$ cat config.mk
export PLATFORM = sky130hd
export DESIGN_NAME = dcache_controller
export DESIGN_NICKNAME = d
export VERILOG_FILES = /design/src/logic/dcache_geom_pkg.sv /design/src/logic/dcache_ctrl_pkg.sv /design/src/logic/dcache_controller.sv
export SDC_FILE = /design/constraint.sdc
export NUM_CORES = 1
export LEC_CHECK = 0
export BUFFER_PORTS_ARGS = -buffer_cell sky130_fd_sc_hd__buf_4
export CORE_ASPECT_RATIO = 2
export CORE_MARGIN = 3
export CORE_UTILIZATION = 50
export CTS_BUF_LIST = sky130_fd_sc_hd__clkbuf_16
export DETAILED_ROUTE_END_ITERATION = 6
export PLACE_DENSITY_LB_ADDON = 0.25
export SLEW_MARGIN = 10
export SYNTH_ARGS = -nofsm -noshare
export SYNTH_HDL_FRONTEND = slang
export SYNTH_SLANG_ARGS = --single-unit
$ cat constraint.sdc
create_clock -name clk -period 7.72 [get_ports clk]
set_input_delay 0.772 -clock clk [delete_from_list [all_inputs] [get_ports clk]]
set_output_delay 0.772 -clock clk [all_outputs]
set_load 0.01 [all_outputs]
$ cat src/logic/dcache_geom_pkg.sv
// Address, word and line geometry of the data cache, imported by the RTL and the testbench
package dcache_geom_pkg;

    // ------------------------------------------------------------------
    // CPU and memory side widths
    // ------------------------------------------------------------------

    // Word address seen by the CPU and the memory
    localparam int ADDR_W = 19;

    // One data word and its byte lanes
    localparam int WORD_W = 16;
    localparam int BE_W   = 2;

    // ------------------------------------------------------------------
    // Line geometry
    // ------------------------------------------------------------------

    // Word offset inside a line, lowest address bits
    localparam int OFFSET_W   = 3;
    localparam int LINE_WORDS = 8;

    // Common types for ports and storage
    typedef logic [ADDR_W-1:0] addr_t;
    typedef logic [WORD_W-1:0] word_t;
    typedef logic [BE_W-1:0]   be_t;

endpackage

$ cat src/logic/dcache_ctrl_pkg.sv
// Cache controller FSM states and memory-operation codes, imported by the controller
package dcache_ctrl_pkg;

    // Miss handling sequence of the controller
    typedef enum logic [2:0] {
        IDLE,
        WB_READ,
        WB_SEND,
        FILL,
        APPLY_WRITE
    } ctrl_state_t;

    // Operation currently presented on the memory port
    typedef enum logic [1:0] {
        MEM_NONE,
        MEM_READ,
        MEM_WRITE
    } mem_op_t;

endpackage

$ cat src/logic/dcache_controller.sv
// Cache controller: combines way hits, keeps LRU and runs the write-back and fill FSM
`timescale 1ns/10ps

module dcache_controller #(
    parameter int SETS = 256,
    localparam int IDX_W = $clog2(SETS),
    localparam int TAG_W = dcache_geom_pkg::ADDR_W - dcache_geom_pkg::OFFSET_W - IDX_W
) (
    input  logic                   clk,
    input  logic                   reset,
    // CPU port
    input  dcache_geom_pkg::addr_t c_addr,
    input  dcache_geom_pkg::word_t c_wdata,
    input  dcache_geom_pkg::be_t   c_bytesel,
    input  logic                   c_wr_en,
    input  logic                   c_access,
    output dcache_geom_pkg::word_t c_rdata,
    output logic                   c_ack,
    // Memory port
    output dcache_geom_pkg::addr_t m_addr,
    output dcache_geom_pkg::word_t m_wdata,
    output dcache_geom_pkg::be_t   m_bytesel,
    output logic                   m_wr_en,
    output logic                   m_access,
    input  dcache_geom_pkg::word_t m_rdata,
    input  logic                   m_ack,
    // Way results
    input  logic                   hit0,
    input  logic                   hit1,
    input  dcache_geom_pkg::word_t rd_data0,
    input  dcache_geom_pkg::word_t rd_data1,
    input  logic                   valid0,
    input  logic                   valid1,
    input  logic                   dirty0,
    input  logic                   dirty1,
    input  logic [TAG_W-1:0]       victim_tag0,
    input  logic [TAG_W-1:0]       victim_tag1,
    input  dcache_geom_pkg::word_t wb_data0,
    input  dcache_geom_pkg::word_t wb_data1,
    // Way controls
    output dcache_geom_pkg::addr_t lookup_addr,
    output dcache_geom_pkg::addr_t compare_addr,
    output logic                   cpu_wr0,
    output logic                   cpu_wr1,
    output dcache_geom_pkg::addr_t cpu_addr,
    output dcache_geom_pkg::word_t cpu_wdata,
    output dcache_geom_pkg::be_t   cpu_bytesel,
    output logic                   fill_start0,
    output logic                   fill_start1,
    output logic                   fill_wr0,
    output logic                   fill_wr1,
    output dcache_geom_pkg::addr_t fill_addr,
    output dcache_geom_pkg::word_t fill_wdata,
    output logic                   fill_done0,
    output logic                   fill_done1,
    output dcache_geom_pkg::addr_t wb_addr,
    output logic                   wb_clean0,
    output logic                   wb_clean1
);
    import dcache_geom_pkg::*;
    import dcache_ctrl_pkg::*;

    localparam logic [OFFSET_W-1:0] LAST_BEAT = OFFSET_W'(LINE_WORDS - 1);

    ctrl_state_t         state;
    mem_op_t             mem_op;
    logic                accessing;
    logic [OFFSET_W-1:0] beat;
    logic                victim;
    logic [SETS-1:0]     lru;

    // Held request
    addr_t               req_addr;
    word_t               req_wdata;
    be_t                 req_be;
    logic                req_wr;
    logic [TAG_W-1:0]    wb_tag;

    logic [IDX_W-1:0]    req_idx;
    logic [TAG_W-1:0]    req_tag;
    logic                lookup_done;
    logic                miss;
    logic                victim_pick;
    logic                victim_dirty;
    logic                fill_way;
    logic                last_beat;
    logic                wb_last;
    logic                fill_beat;
    logic                fill_last;
    logic                enter_fill;

    assign req_idx = req_addr[OFFSET_W +: IDX_W];
    assign req_tag = req_addr[ADDR_W-1 -: TAG_W];

    // ------------------------------------------------------------------
    // Hit combining
    // ------------------------------------------------------------------
    assign lookup_done = accessing && (state == IDLE);
    assign c_ack       = lookup_done && (hit0 || hit1);
    assign miss        = lookup_done && !(hit0 || hit1);
    assign c_rdata     = hit0 ? rd_data0 : rd_data1;

    // Invalid ways are filled first, otherwise LRU names the victim
    assign victim_pick  = !valid0 ? 1'b0 : (!valid1 ? 1'b1 : lru[req_idx]);
    assign victim_dirty = victim_pick ? (valid1 && dirty1) : (valid0 && dirty0);

    assign last_beat  = (beat == LAST_BEAT);
    assign wb_last    = (state == WB_SEND) && m_ack && last_beat;
    assign fill_beat  = (state == FILL) && m_ack;
    assign fill_last  = fill_beat && last_beat;
    assign enter_fill = (miss && !victim_dirty) || wb_last;
    // Victim register is not loaded yet in the miss cycle
    assign fill_way   = miss ? victim_pick : victim;

    // ------------------------------------------------------------------
    // Way control
    // ------------------------------------------------------------------
    assign lookup_addr  = (state == IDLE) ? c_addr : req_addr;
    assign compare_addr = req_addr;

    assign cpu_addr    = req_addr;
    assign cpu_wdata   = req_wdata;
    assign cpu_bytesel = req_be;
    assign cpu_wr0     = (c_ack && req_wr && hit0) || ((state == APPLY_WRITE) && !victim);
    assign cpu_wr1     = (c_ack && req_wr && hit1) || ((state == APPLY_WRITE) && victim);

    assign fill_addr   = {req_tag, req_idx, beat};
    assign fill_wdata  = m_rdata;
    assign fill_start0 = enter_fill && !fill_way;
    assign fill_start1 = enter_fill && fill_way;
    assign fill_wr0    = fill_beat && !victim;
    assign fill_wr1    = fill_beat && victim;
    assign fill_done0  = fill_last && !victim;
    assign fill_done1  = fill_last && victim;

    assign wb_addr   = {wb_tag, req_idx, beat};
    assign wb_clean0 = wb_last && !victim;
    assign wb_clean1 = wb_last && victim;

    // ------------------------------------------------------------------
    // Memory port
    // ------------------------------------------------------------------
    always_comb begin
        unique case (state)
            WB_SEND: mem_op = MEM_WRITE;
            FILL:    mem_op = MEM_READ;
            default: mem_op = MEM_NONE;
        endcase
    end

    assign m_access  = (mem_op != MEM_NONE);
    assign m_wr_en   = (mem_op == MEM_WRITE);
    assign m_addr    = (mem_op == MEM_WRITE) ? wb_addr : fill_addr;
    assign m_wdata   = victim ? wb_data1 : wb_data0;
    assign m_bytesel = '1;

    // Request is captured on every idle edge, so it stays put during a miss
    always_ff @(posedge clk) begin
        if (state == IDLE) begin
            req_addr  <= c_addr;
            req_wdata <= c_wdata;
            req_be    <= c_bytesel;
            req_wr    <= c_wr_en;
        end
        if (miss) begin
            wb_tag <= victim_pick ? victim_tag1 : victim_tag0;
        end
    end

    // ------------------------------------------------------------------
    // Miss sequencing
    // ------------------------------------------------------------------
    always_ff @(posedge clk or posedge reset) begin
        if (reset) begin
            state     <= IDLE;
            accessing <= 1'b0;
            beat      <= '0;
            victim    <= 1'b0;
            lru       <= '0;
        end else begin
            // Leaving a miss forces one fresh lookup before the ack
            if (state == IDLE) begin
                accessing <= c_access && !c_ack;
            end else begin
                accessing <= 1'b0;
            end

            // LRU bit always names the way not just used
            if (c_ack) begin
                lru[req_idx] <= hit0;
            end else if (fill_last) begin
                lru[req_idx] <= !victim;
            end

            unique case (state)
                IDLE: begin
                    if (miss) begin
                        victim <= victim_pick;
                        beat   <= '0;
                        state  <= victim_dirty ? WB_READ : FILL;
                    end
                end
                WB_READ: begin
                    state <= WB_SEND;
                end
                WB_SEND: begin
                    if (m_ack) begin
                        beat  <= beat + 1'b1;
                        state <= last_beat ? FILL : WB_READ;
                    end
                end
                FILL: begin
                    if (m_ack) begin
                        beat <= beat + 1'b1;
                        if (last_beat) begin
                            state <= req_wr ? APPLY_WRITE : IDLE;
                        end
                    end
                end
                APPLY_WRITE: begin
                    state <= IDLE;
                end
                default: begin
                    state <= IDLE;
                end
            endcase
        end
    end

    a_ack_with_access: assert property (
        @(posedge clk) disable iff (reset)
        $rose(c_ack) |-> c_access
    );

    // Memory request held until acknowledged
    a_mem_hold: assert property (
        @(posedge clk) disable iff (reset)
        (m_access && !m_ack) |=> (m_access && $stable(m_addr) && $stable(m_wr_en))
    );

    a_single_way_hit: assert property (
        @(posedge clk) disable iff (reset)
        !(hit0 && hit1)
    );

endmodule

Word level (Yosys, flattened, before mapping)
Cells that the tools add are included.
{ "classes": {"addsub": 1, "n_mul": 0, "n_div": 0, "order_cmp": 2, "n_eq_ne": 11, "shift": 0, "n_mux": 30, "bitwise": 0, "n_reduce_logical": 41} }
{ "ops": {"columns": ["operator", "count"], "rows": [
  ["bitwise mux 256 bit", 2],
  ["2-to-1 mux 256 bit", 2],
  ["2-to-1 mux 19 bit", 2],
  ["2-to-1 mux 16 bit", 2],
  ["logical AND 1 bit", 25],
  ["2-to-1 mux 3 bit", 7],
  ["one-hot mux 3 bit (4 select lines)", 1],
  ["< comparator 8 x 9 -> 1 bit, second input constant", 1],
  ["binary-select mux 1 bit (select 8 bit)", 1],
  ["demux 1 bit (select 8 bit)", 1],
  [">= comparator 8 x 1 -> 1 bit, second input constant", 1],
  ["2-to-1 mux 8 bit", 1],
  ["inequality test 2 bit, second input constant", 4],
  ["2-to-1 mux 1 bit", 7],
  ["equality test 3 x 2 -> 1 bit, second input constant", 2],
  ["equality test 3 bit, second input constant", 2],
  ["one-hot mux 3 bit (2 select lines)", 1],
  ["nonzero test 2 bit", 3],
  ["logical NOT 1 bit", 5],
  ["logical OR 1 bit", 4],
  ["2-to-1 mux 2 bit", 2],
  ["one-hot mux 2 bit (2 select lines)", 1],
  ["AND reduction 4 bit", 1],
  ["adder 3 x 1 -> 3 bit, second input constant", 1],
  ["6 further kinds", 6]
]} }
{ "totals": {"register_bits": 310, "latchBits": 0, "ram_bits": 0, "rom_bits": 0, "in_bits": 144, "wordCells": 95, "mem_count": 0} }

Longest topological paths before layout
Gate-level depths: netlist of the first run.
{ "logic_depth": {"word_depth": 9, "depth_mapped": 14, "depth_no_buf": 9} }

Worst setup path before layout of the first run
No wires, ideal clock.
{ "synth_timing": {"kind": "flip-flop to output port", "startpoint": "reg req_addr[4] (netlist: compare_addr[4])", "endpoint": "out fill_start1", "arrival_ps": 2730, "setup_slack_ps": 4218, "stages_incl_launch_ff": 12, "n_path_buf": 5, "path_cell_list": "dfxtp_1 -> buf_2 -> buf_6 -> buf_4 -> buf_2 -> mux4_2 -> a311oi_1 -> nand4_1 -> a2111oi_4 -> nand2b_1 -> buf_4 -> o21bai_1"} }
{ "synth_between": {"elab_chain_cells": 9, "elab_cells_between_ends": 10, "cone_classes": "6 x mux; 4 x reduce/logical"} }
{ "synth_rtl": {"columns": ["element", "line", "text"], "rows": [
  ["start, declared", "dcache_controller.sv:73", "addr_t req_addr;"],
  ["start signal, assigned", "dcache_controller.sv:160", "req_addr <= c_addr;"],
  ["binary-select mux 1 bit (select 8 bit) *", "dcache_controller.sv:104", "assign victim_pick = !valid0 ? 1'b0 : (!valid1 ? 1'b1 : lru[req_idx]);"],
  ["2-to-1 mux 1 bit (not written as such) *", "dcache_controller.sv:104", null],
  ["2-to-1 mux 1 bit * (2 in a row)", "dcache_controller.sv:104", null],
  ["2-to-1 mux 1 bit", "dcache_controller.sv:105", "assign victim_dirty = victim_pick ? (valid1 && dirty1) : (valid0 && dirty0);"],
  ["logical NOT 1 bit", "dcache_controller.sv:111", "assign enter_fill = (miss && !victim_dirty) || wb_last;"],
  ["logical AND 1 bit", "dcache_controller.sv:111", null],
  ["logical OR 1 bit", "dcache_controller.sv:111", null],
  ["logical AND 1 bit *", "dcache_controller.sv:130", "assign fill_start1 = enter_fill && fill_way;"],
  ["end, declared", "dcache_controller.sv:49", "output logic fill_start1,"]
]} }
Mark *: on every way between the ends. The rest lies on a longest branch, timed or not. The select of a mux whose other input is x is not followed.

Worst setup path in the final report of the first run
Same ends and word-level chain as after synthesis.

==> impl_metrics.env, run 1 <==
export IMPL_run_status="completed"
export IMPL_drc=0
export IMPL_yosysUniqueCellTypes=49
export IMPL_syn_to_final_growth_pct=19.1
export IMPL_place_inst=1939
export IMPL_place_hpwl_mm=31.8
export IMPL_grt_pass1_wl_mm=70.9
export IMPL_synth_mux_area_share_pct=14.7
export IMPL_p_sw_mw=2.38
export IMPL_fin_nets=1747
export IMPL_combPwrFrac_pct=40.1
export IMPL_cts_resized=0
export IMPL_synth_top_cell_by_area="dfrtp_1"
export IMPL_grt_overflow_total=0
export IMPL_synthFlopType="dfrtp_1"
export IMPL_synth_seq_area_share_pct=50.2
export IMPL_instances_no_fill=1991
export IMPL_chipHeight_um=255
export IMPL_die_x_um=131
export IMPL_hold_viol_final=0
export IMPL_period_needed_ns=5.53
export IMPL_finalCritPeriodShare_pct=71.6
export IMPL_synth_top_cell_area_share_pct=42.5
export IMPL_synth_adder_area_share_pct=0.161
export IMPL_synth_simple_gate_area_share_pct=6.39
export IMPL_critPathKind="reg -> out"
export IMPL_p_seq_share_pct=36.1
export IMPL_holdWs_ns=0.210
export IMPL_wl_per_cell_um=23.6
export IMPL_synth_avg_cell_area_sq_um=10.7
export IMPL_worstReg2RegStart="compare_addr[4]"
export IMPL_h_tree_depth=1
export IMPL_worstHoldPathType="in -> async"
export IMPL_synth_seq_cells=310
export IMPL_detail_route_first_pass_iterations=6
export IMPL_cts_clk_slew_worst_paths_ns=0.07
export IMPL_wl_mm=47.0
export IMPL_skew_ns=0.0153
export IMPL_synth_async_sr_flop_share_pct=85.2
export IMPL_synth_xor_area_share_pct=0.0563
export IMPL_die_area_sq_um=33400
export IMPL_slew_headroom_pct=13.6
export IMPL_fmax_mhz=181
export IMPL_reg2reg_slack_ns=3.22
export IMPL_antenna_found_initial=2
export IMPL_hold_buffers=0
export IMPL_drt_iter0_drc=1380
export IMPL_ir_drop_mv=0.300
export IMPL_worst_pin_slew_ns=1.30
export IMPL_setup_viol=0
export IMPL_timing_rr_end="wb_tag[0]"
export IMPL_vias_per_cell=6.33
export IMPL_insertion_delay_ns=0.57
export IMPL_cp_end_kind="output pin"
export IMPL_grtUsageTotal_pct=27.4
export IMPL_root_buffer="clkbuf_16"
export IMPL_clock_power_share_pct=23.8
export IMPL_core_sq_um=30400
export IMPL_grt_max_degree=257
export IMPL_num_rows=90
export IMPL_setup_tns_ns=0
export IMPL_start_util_pct=51.1
export IMPL_synth_top_family_by_area="compound AO/OA/AOI/OAI gates"
export IMPL_synth_area_sq_um=15500
export IMPL_post_cts_buffers=0
export IMPL_switching_share_pct=39.4
export IMPL_crit_required_ns=6.95
export IMPL_yosys_warnings=0
export IMPL_clockBufferDepth=3
export IMPL_p_leak_nw=8.27
export IMPL_drive_gt1_share_pct=33.3
export IMPL_grt_pass1_vias=12300
export IMPL_drv_slew=0
export IMPL_numPortBuffers=304
export IMPL_globalplace_congestion=0.932
export IMPL_rsz0062_at_grt="no"
export IMPL_clock_sinks=310
export IMPL_synth_cells=1458
export IMPL_maxCapViolations=0
export IMPL_synth_area_top_cells="dfrtp_1 (42%), a31oi_1 (9.6%), a21oi_1 (7.7%)"
export IMPL_crit_fanout=57
export IMPL_worstPathArrival_ns=4.75
export IMPL_cts_buffers=28
export IMPL_cp_start_kind="flip-flop"
export IMPL_io_pins=339
export IMPL_p_int_mw=3.66
export IMPL_reg2reg_depth=8
export IMPL_antenna_left=0
export IMPL_cts_tree="done"
export IMPL_p_per_area_nw_per_um2=326
export IMPL_vias=12600
export IMPL_synth_edf_count=27
export IMPL_synth_compound_area_share_pct=20.3
worst max-delay path, cell delays in order, from the launching register on:
cell and delay [ns]:
dfxtp_4 0.96, mux4_2 0.60, a22oi_1 0.19, nor3b_1 0.10, a311oi_1 0.56, nand4_1 0.28, a2111oi_4 0.51, nand2b_1 0.62
o21bai_1 0.17, buf_4 0.18
state kept, by name, summed over array words and instances, names as in the netlist:
name,cells
accessing,1
beat,3
compare_addr,19
cpu_bytesel,2
cpu_wdata,16
lru,256
req_wr,1
state,3
victim,1
wb_tag,8
synthesized netlist by cell type, types with 8 or more instances:
master and count:
o21ai_0 12, nand2_1 59, a31oi_1 238, buf_4 78
a22oi_1 16, nand3_1 40, mux2_1 8, nor3_1 9
nand2b_1 10, clkbuf_1 115, o21ai_1 21, a21oi_1 238
dfxtp_1 19, edfxtp_1 27, mux2i_1 46, dfrtp_1 264
mux4_2 46, mux2_2 62, nor2_1 34, buf_2 30
nor2b_1 9
worst max path at each step:
| stage | startpoint | end | slack, ns |
|---|---|---|---|
| detailed placement | compare_addr[3] | fill_start1 | 2.85 |
| global placement | compare_addr[3] | fill_start1 | 2.92 |
| CTS | compare_addr[3] | fill_start1 | 2.24 |
| finish | compare_addr[4] | fill_start1 | 2.19 |
| global route | compare_addr[3] | fill_start1 | 1.97 |
| floorplan | reset | accessing | 3.46 |
per-layer routing:
metal | vias to the layer above | global-route usage (%) | share of wire [%]
li1 | 5710 | - | -
met1 | 6162 | 32.0 | 36
met2 | 619 | 48.4 | 53
met3 | 121 | 3.91 | 7.2
met4 | 0 | 12.8 | 4.8
met5 | - | 0 | 0
cell type report:
cell class / count / area [sq um]
clock inverters: 22 / 210
well taps: 368 / 460
flip-flops and latches: 310 / 7810
diodes: 1 / 2.50
multi-input cells: 910 / 6660
inverters: 4 / 18.8
fillers: 2512 / 11900
clock buffers: 29 / 726
repair buffers: 347 / 2630
per-stage QoR:
stage	utilization (%)	power [mW]	worst slack (ns)	instance area, sq um
after floorplan	-	3.76	3.46	15600
after global placement	57.8	4.58	2.92	17600
after detailed placement	57.8	4.62	2.85	17600
after CTS	60.9	6.06	2.24	18500
after global routing	60.9	6.34	1.97	18500
final	60.9	6.04	2.19	18500
cell families after synthesis:
kind of cell / Yosys count
simple gates: 196
flops: 310
compound gates: 547
fa+ha+maj: 2
xor+xnor: 1
buf+inv: 239
mux: 162
other cells: 1
power by group through the flow:
stage | registers [mW] | clock network, mW | logic (mW)
after floorplan | 2.00 | 0 | 1.76
after global placement | 2.20 | 0 | 2.38
after detailed placement | 2.21 | 0 | 2.41
after CTS | 2.18 | 1.46 | 2.42
after global routing | 2.22 | 1.53 | 2.59
final | 2.18 | 1.44 | 2.42
layout by cell type (no fill, tap or decap), types with 21 or more instances in the layout:
master and instances:
a21oi_1 237, a31oi_1 237, buf_4 345, clkbuf_16 29, dfrtp_1 264, edfxtp_1 27
mux2_2 62, mux2i_1 46, mux4_2 46, nand2_1 59, nand3_1 40, nor2_1 21
o21ai_1 21
No activity file was read; power rests on OpenSTA's default activity.
==> run 2: changes to the inputs <==
clock period = 4.6 ns   (was 7.72 ns; I/O delays follow)
==> run 2 against run 1 <==
Compared with the run above:
- the run now ends with DRC left
- non-clock buffer count increased by 20
- combinational power up 84%
- hold slack got worse by 0.15 ns
- clock skew shrank 0.0013 ns
- via count increased by 1.6%
- design area is 0.56% higher
- register-to-register slack worse by 2.4 ns
==> impl_metrics.env, run 2 (synthesized netlist as in run 1, its figures left out) <==
export IMPL_run_status="finished, violations left"
export IMPL_violations="DRC"
export IMPL_critical_path_max_stage_delay_ns=0.65
export IMPL_cpMostUsedCell="buf_4"
export IMPL_clock_sinks=310
export IMPL_cts_clk_slew_worst_paths_ns=0.07
export IMPL_drv_slew=0
export IMPL_slew_headroom_pct=15.8
export IMPL_root_buffer="clkbuf_16"
export IMPL_detail_route_first_pass_iterations=7
export IMPL_core_sq_um=30400
export IMPL_holdWs_ns=0.0617
export IMPL_drt_iter0_drc=1324
export IMPL_cts_buffers=28
export IMPL_cp_end_kind="output pin"
export IMPL_antenna_left=0
export IMPL_clockBufferDepth=3
export IMPL_vias=12800
export IMPL_rsz0062_at_grt="no"
export IMPL_path_buf_inv=3
export IMPL_cts_tree="done"
export IMPL_h_tree_depth=1
export IMPL_clock_power_share_pct=21.8
export IMPL_drc=5
export IMPL_insertion_delay_ns=0.56
export IMPL_setup_tns_ns=0
export IMPL_io_pins=339
export IMPL_finalCritPeriodShare_pct=96.4
export IMPL_hold_viol_final=0
export IMPL_switching_share_pct=40.1
export IMPL_combPwrFrac_pct=43.9
export IMPL_fin_nets=1767
export IMPL_drive_gt1_share_pct=33.7
export IMPL_fmax_mhz=226
export IMPL_crit_fanout=29
export IMPL_largest_register_ffs=256
export IMPL_grt_max_degree=257
export IMPL_grt_overflow_total=0
export IMPL_ir_drop_mv=0.501
export IMPL_critPathTopFamily="multiplexers"
export IMPL_p_per_area_nw_per_um2=546
export IMPL_p_seq_share_pct=34.3
export IMPL_largest_register="lru"
export IMPL_globalplace_congestion=0.931
export IMPL_wl_mm=48.5
export IMPL_maxCapViolations=0
export IMPL_die_area_sq_um=33400
export IMPL_final_cell_mix="buf_4 (362), dfrtp_1 (264), a31oi_1 (237), a21oi_1 (237), mux2_2 (62)"
export IMPL_num_rows=90
export IMPL_p_int_mw=6.09
export IMPL_start_util_pct=51.1
export IMPL_worstPathArrival_ns=3.97
export IMPL_period_needed_ns=4.43
export IMPL_chipHeight_um=255
export IMPL_grtUsageTotal_pct=28.2
export IMPL_vias_per_cell=6.37
export IMPL_p_leak_nw=8.34
export IMPL_place_hpwl_mm=33.2
export IMPL_worstHoldPathType="in -> async"
export IMPL_fillers=2506
export IMPL_die_x_um=131
export IMPL_skew_ns=0.0140
export IMPL_setup_viol=0
export IMPL_numPortBuffers=304
export IMPL_grt_pass1_vias=12700
export IMPL_p_sw_mw=4.08
export IMPL_cp_start_kind="flip-flop"
export IMPL_wl_per_cell_um=24.1
export IMPL_antenna_found_initial=1
export IMPL_syn_to_final_growth_pct=19.8
export IMPL_path_cells="buf_4 -> mux4_2 -> mux2i_1 -> nor4_1 -> nor2_1 -> nand4_1 -> a2111oi_4 -> nand2b_1 -> buf_4 -> o21bai_1 -> buf_4"
export IMPL_grt_pass1_wl_mm=72.9
export IMPL_hold_buffers=0
export IMPL_cp_slowest_cell="dfxtp_4"
export IMPL_crit_required_ns=4.14
export IMPL_worst_pin_slew_ns=1.26
export IMPL_final_common_cell="buf_4"
export IMPL_critPathKind="reg -> out"
run 2: cell types whose count changed in the layout (fill, tap and decap cells not counted), moves of 2 or more:
cell	before	now
buf_4	345	362
clkinv_1	3	10
bufinv_16	4	1
clkinv_2	6	3
buf_12	2	4
clkinvlp_4	3	1
nor2_2	14	12
nor2_4	0	2
run 2: power by group through the flow:
stage | Combinational, mW | Clock (mW) | Sequential (mW)
after floorplan | 2.96 | 0 | 3.36
after global routing | 4.77 | 2.36 | 3.53
after global placement | 4.32 | 0 | 3.55
final | 4.46 | 2.22 | 3.49
after CTS | 4.37 | 2.26 | 3.52
after detailed placement | 4.36 | 0 | 3.57
run 2: area by class of cell:
class / count / area [sq um] / area share (%)
Clock inverter: 22 / 123 / 0.659
Multi-Input combinational cell: 910 / 6670 / 35.8
Tap cell: 368 / 460 / 2.47
Sequential cell: 310 / 7810 / 41.9
Timing Repair Buffer: 367 / 2810 / 15.1
Inverter: 4 / 18.8 / 0.101
Antenna cell: 1 / 2.50 / 0.0134
Clock buffer: 29 / 726 / 3.90
run 2: worst register-to-register path: cells and delay by family (launching register included):
kind / cells / cell delay (ns)
flops: 1 / 0.65
compound gates: 1 / 0.49
mux: 3 / 1.20
buf+inv: 2 / 0.62
simple gates: 4 / 0.55
run 2: per-layer routing:
metal	wire, um	share of wire [%]	global-route usage, %	vias up
met2	25000	52	48.5	698
met3	3830	7.9	3.99	152
met5	0	0	0	-
met4	2500	5.2	13.9	0
li1	-	-	-	5743
met1	17100	35	33.9	6216
run 2: metrics by stage:
step / util (%) / instances / setup WS, ns / total power, mW / area (sq um)
2_1_floorplan: - / 1459 / 0.656 / 6.32 / 15600
3_3_place_gp: 58.3 / 1958 / 0.680 / 7.87 / 17700
3_5_place_dp: 58.3 / 1958 / 0.682 / 7.93 / 17700
4_1_cts: 61.1 / 2009 / 0.0592 / 10.2 / 18600
5_1_grt: 61.2 / 2011 / 0.0429 / 10.7 / 18600
6_report: 61.2 / 2011 / 0.167 / 10.2 / 18600
run 2: worst paths after layout:
| check | cells past startpoint | start | slack, ns | end |
|---|---|---|---|---|
| min in group clk | 1 | c_wr_en | 0.08 | req_wr |
| max reg2reg | 10 | compare_addr[4] | 0.83 | wb_tag[3] |
| min reg2reg | 2 | lru[70] | 0.49 | lru[70] |
| max in group asynchronous | 3 | reset | 3.13 | lru[112] |
| max | 11 | compare_addr[4] | 0.17 | fill_start1 |
| min | 2 | reset | 0.06 | lru[155] |
run 2: repair_timing:
item / CTS / global route
setup endpoints to repair: 0 / 2
buffers inserted: 0 / 1
resized for setup: 0 / 2
==> run 3: changes to the inputs <==
ABC_CLOCK_PERIOD_IN_PS = 3700   (was not set)
CORE_ASPECT_RATIO = not set   (was 2)
clock period = 3.7 ns   (was 4.6 ns; I/O delays follow)
==> run 3 against run 2 <==
Compared with the run above:
- the run ends with hold timing left
- register-to-register slack worse by 0.60 ns
- total power is 40% higher
- via count is 5.6% higher
- combinational power is 47% higher
- count of clock-buffer cells in the layout is 9 higher
- global-route usage is 3.5 points higher
- largest cell class unchanged
==> impl_metrics.env, run 3 (synthesized netlist as in run 1, its figures left out) <==
export IMPL_worstReg2RegStart="compare_addr[5]"
export IMPL_wl_per_cell_um=25.9
export IMPL_numPortBuffers=304
export IMPL_holdWs_ns=-0.0102
export IMPL_rsz0062_at_grt="yes"
export IMPL_io_pins=339
export IMPL_worst_pin_slew_ns=1.07
export IMPL_grtUsageTotal_pct=31.7
export IMPL_seqCellArea_sq_um=7810
export IMPL_multiInputGateArea_sq_um=6730
export IMPL_place_ws_ns=0.251
export IMPL_critPathKind="reg -> out"
export IMPL_timing_rr_end="wb_tag[3]"
export IMPL_slew_headroom_pct=28.3
export IMPL_clock_sinks=310
export IMPL_grt_overflow_total=0
export IMPL_clock_power_share_pct=23.3
export IMPL_largest_register_ffs=256
export IMPL_combPwrFrac_pct=46.2
export IMPL_h_tree_depth=2
export IMPL_ir_drop_mv=0.391
export IMPL_vias_per_cell=6.45
export IMPL_skew_ns=0.0243
export IMPL_die_x_um=182
export IMPL_drt_iter0_drc=1765
export IMPL_crit_required_ns=3.33
export IMPL_vias=13500
export IMPL_grt_max_degree=68
export IMPL_p_per_area_nw_per_um2=726
export IMPL_cts_buffers=35
export IMPL_die_area_sq_um=33200
export IMPL_fin_nets=1827
export IMPL_cts_clk_slew_worst_paths_ns=0.07
export IMPL_finalCritPeriodShare_pct=99.6
export IMPL_reg2reg_slack_ns=0.23
export IMPL_grt_pass1_vias=12600
export IMPL_layout_setup_ws_ns=0.0152
export IMPL_fmax_mhz=271
export IMPL_setup_viol=0
export IMPL_final_cell_mix="buf_4 (400), dfrtp_1 (264), a31oi_1 (237), a21oi_1 (237), mux2_2 (62)"
export IMPL_maxCapViolations=0
export IMPL_largest_register="lru"
export IMPL_globalplace_congestion=0.931
export IMPL_clockBufferDepth=3
export IMPL_p_leak_nw=8.83
export IMPL_hold_viol_final=6
export IMPL_wl_mm=54.4
export IMPL_fillers=2315
export IMPL_start_util_pct=51.6
export IMPL_drc=0
export IMPL_drive_gt1_share_pct=36.9
export IMPL_period_needed_ns=3.68
export IMPL_hold_buffers=0
export IMPL_cts_tree="done"
export IMPL_p_int_mw=8.57
export IMPL_core_sq_um=30100
export IMPL_final_common_cell="buf_4"
export IMPL_grt_pass1_wl_mm=81.5
export IMPL_num_rows=63
export IMPL_p_seq_share_pct=30.5
export IMPL_syn_to_final_growth_pct=25.7
export IMPL_place_hpwl_mm=37.9
export IMPL_switching_share_pct=39.6
export IMPL_reg2reg_depth=10
export IMPL_root_buffer="clkbuf_16"
export IMPL_antenna_found_initial=1
export IMPL_worstHoldPathType="in -> async"
export IMPL_run_status="finished, violations left"
export IMPL_p_sw_mw=5.61
export IMPL_crit_fanout=25
export IMPL_worstPathArrival_ns=3.31
export IMPL_cp_start_kind="flip-flop"
export IMPL_chipHeight_um=182
export IMPL_detail_route_first_pass_iterations=6
export IMPL_violations="hold timing"
export IMPL_cp_end_kind="output pin"
export IMPL_drv_slew=0
export IMPL_antenna_left=0
export IMPL_insertion_delay_ns=0.52
==> run 3: worst max path at each step <==
stage                         start          end  cells after the start
floorplan                     reset    accessing                      1
detailed placement  compare_addr[4]  fill_start0                      9
global placement    compare_addr[4]  fill_start0                      9
CTS                 compare_addr[3]  fill_start1                      9
finish              compare_addr[5]  fill_start0                      8
global route        compare_addr[3]  fill_start1                     10
==> run 3: worst max-delay path, cell delays in order, from the launching register on <==
cell	delay, ns
dfxtp_2	0.76
buf_4	0.30
mux4_2	0.51
a22o_1	0.27
a2111oi_4	0.31
buf_4	0.19
a21boi_1	0.08
o22ai_2	0.19
buf_4	0.17
==> run 3: final cells by class <==
type | instances | area share, %
Antenna cell | 1 | 0.0128
Clock buffer | 38 | 4.87
Clock inverter | 24 | 0.717
Inverter | 4 | 0.0960
Multi-Input combinational cell | 910 | 34.5
Sequential cell | 310 | 40.0
Tap cell | 390 | 2.50
Timing Repair Buffer | 420 | 17.4
==> run 3: stage by stage <==
step | util (%) | setup TNS [ns] | instance area [sq um] | power [mW] | cells
finish | 64.9 | 0 | 19500 | 14.2 | 2097
CTS | 64.5 | 0 | 19400 | 14.0 | 2086
global route | 64.9 | -0.128 | 19500 | 14.7 | 2096
global placement | 60.1 | 0 | 18100 | 10.4 | 2008
floorplan | - | -40.53 | 15600 | 7.85 | 1459
detailed placement | 60.1 | 0 | 18100 | 10.4 | 2008
==> run 3: metal layers <==
layer  wire length [um]  vias up  global-route usage, %
met2              25800      849                   50.5
li1                   -     5885                      -
met4               1930        0                   10.4
met1              21000     6679                   43.4
met5                  0        -                      0
met3               5650      117                   6.92
==> run 3: power groups by stage <==
| stage | clock network (mW) | logic (mW) | registers, mW |
|---|---|---|---|
| after floorplan | 0 | 3.68 | 4.18 |
| after global placement | 0 | 5.96 | 4.40 |
| after detailed placement | 0 | 6.01 | 4.41 |
| after CTS | 3.35 | 6.33 | 4.33 |
| after global routing | 3.49 | 6.85 | 4.36 |
| final | 3.31 | 6.55 | 4.33 |
==> run 3: what timing repair did <==
item / in CTS / in global routing
gates resized for setup: 11 / 10
cloned: 2 / 0
setup endpoints to repair: 2 / 2
pin swaps: 7 / 5
setup buffers: 14 / 10
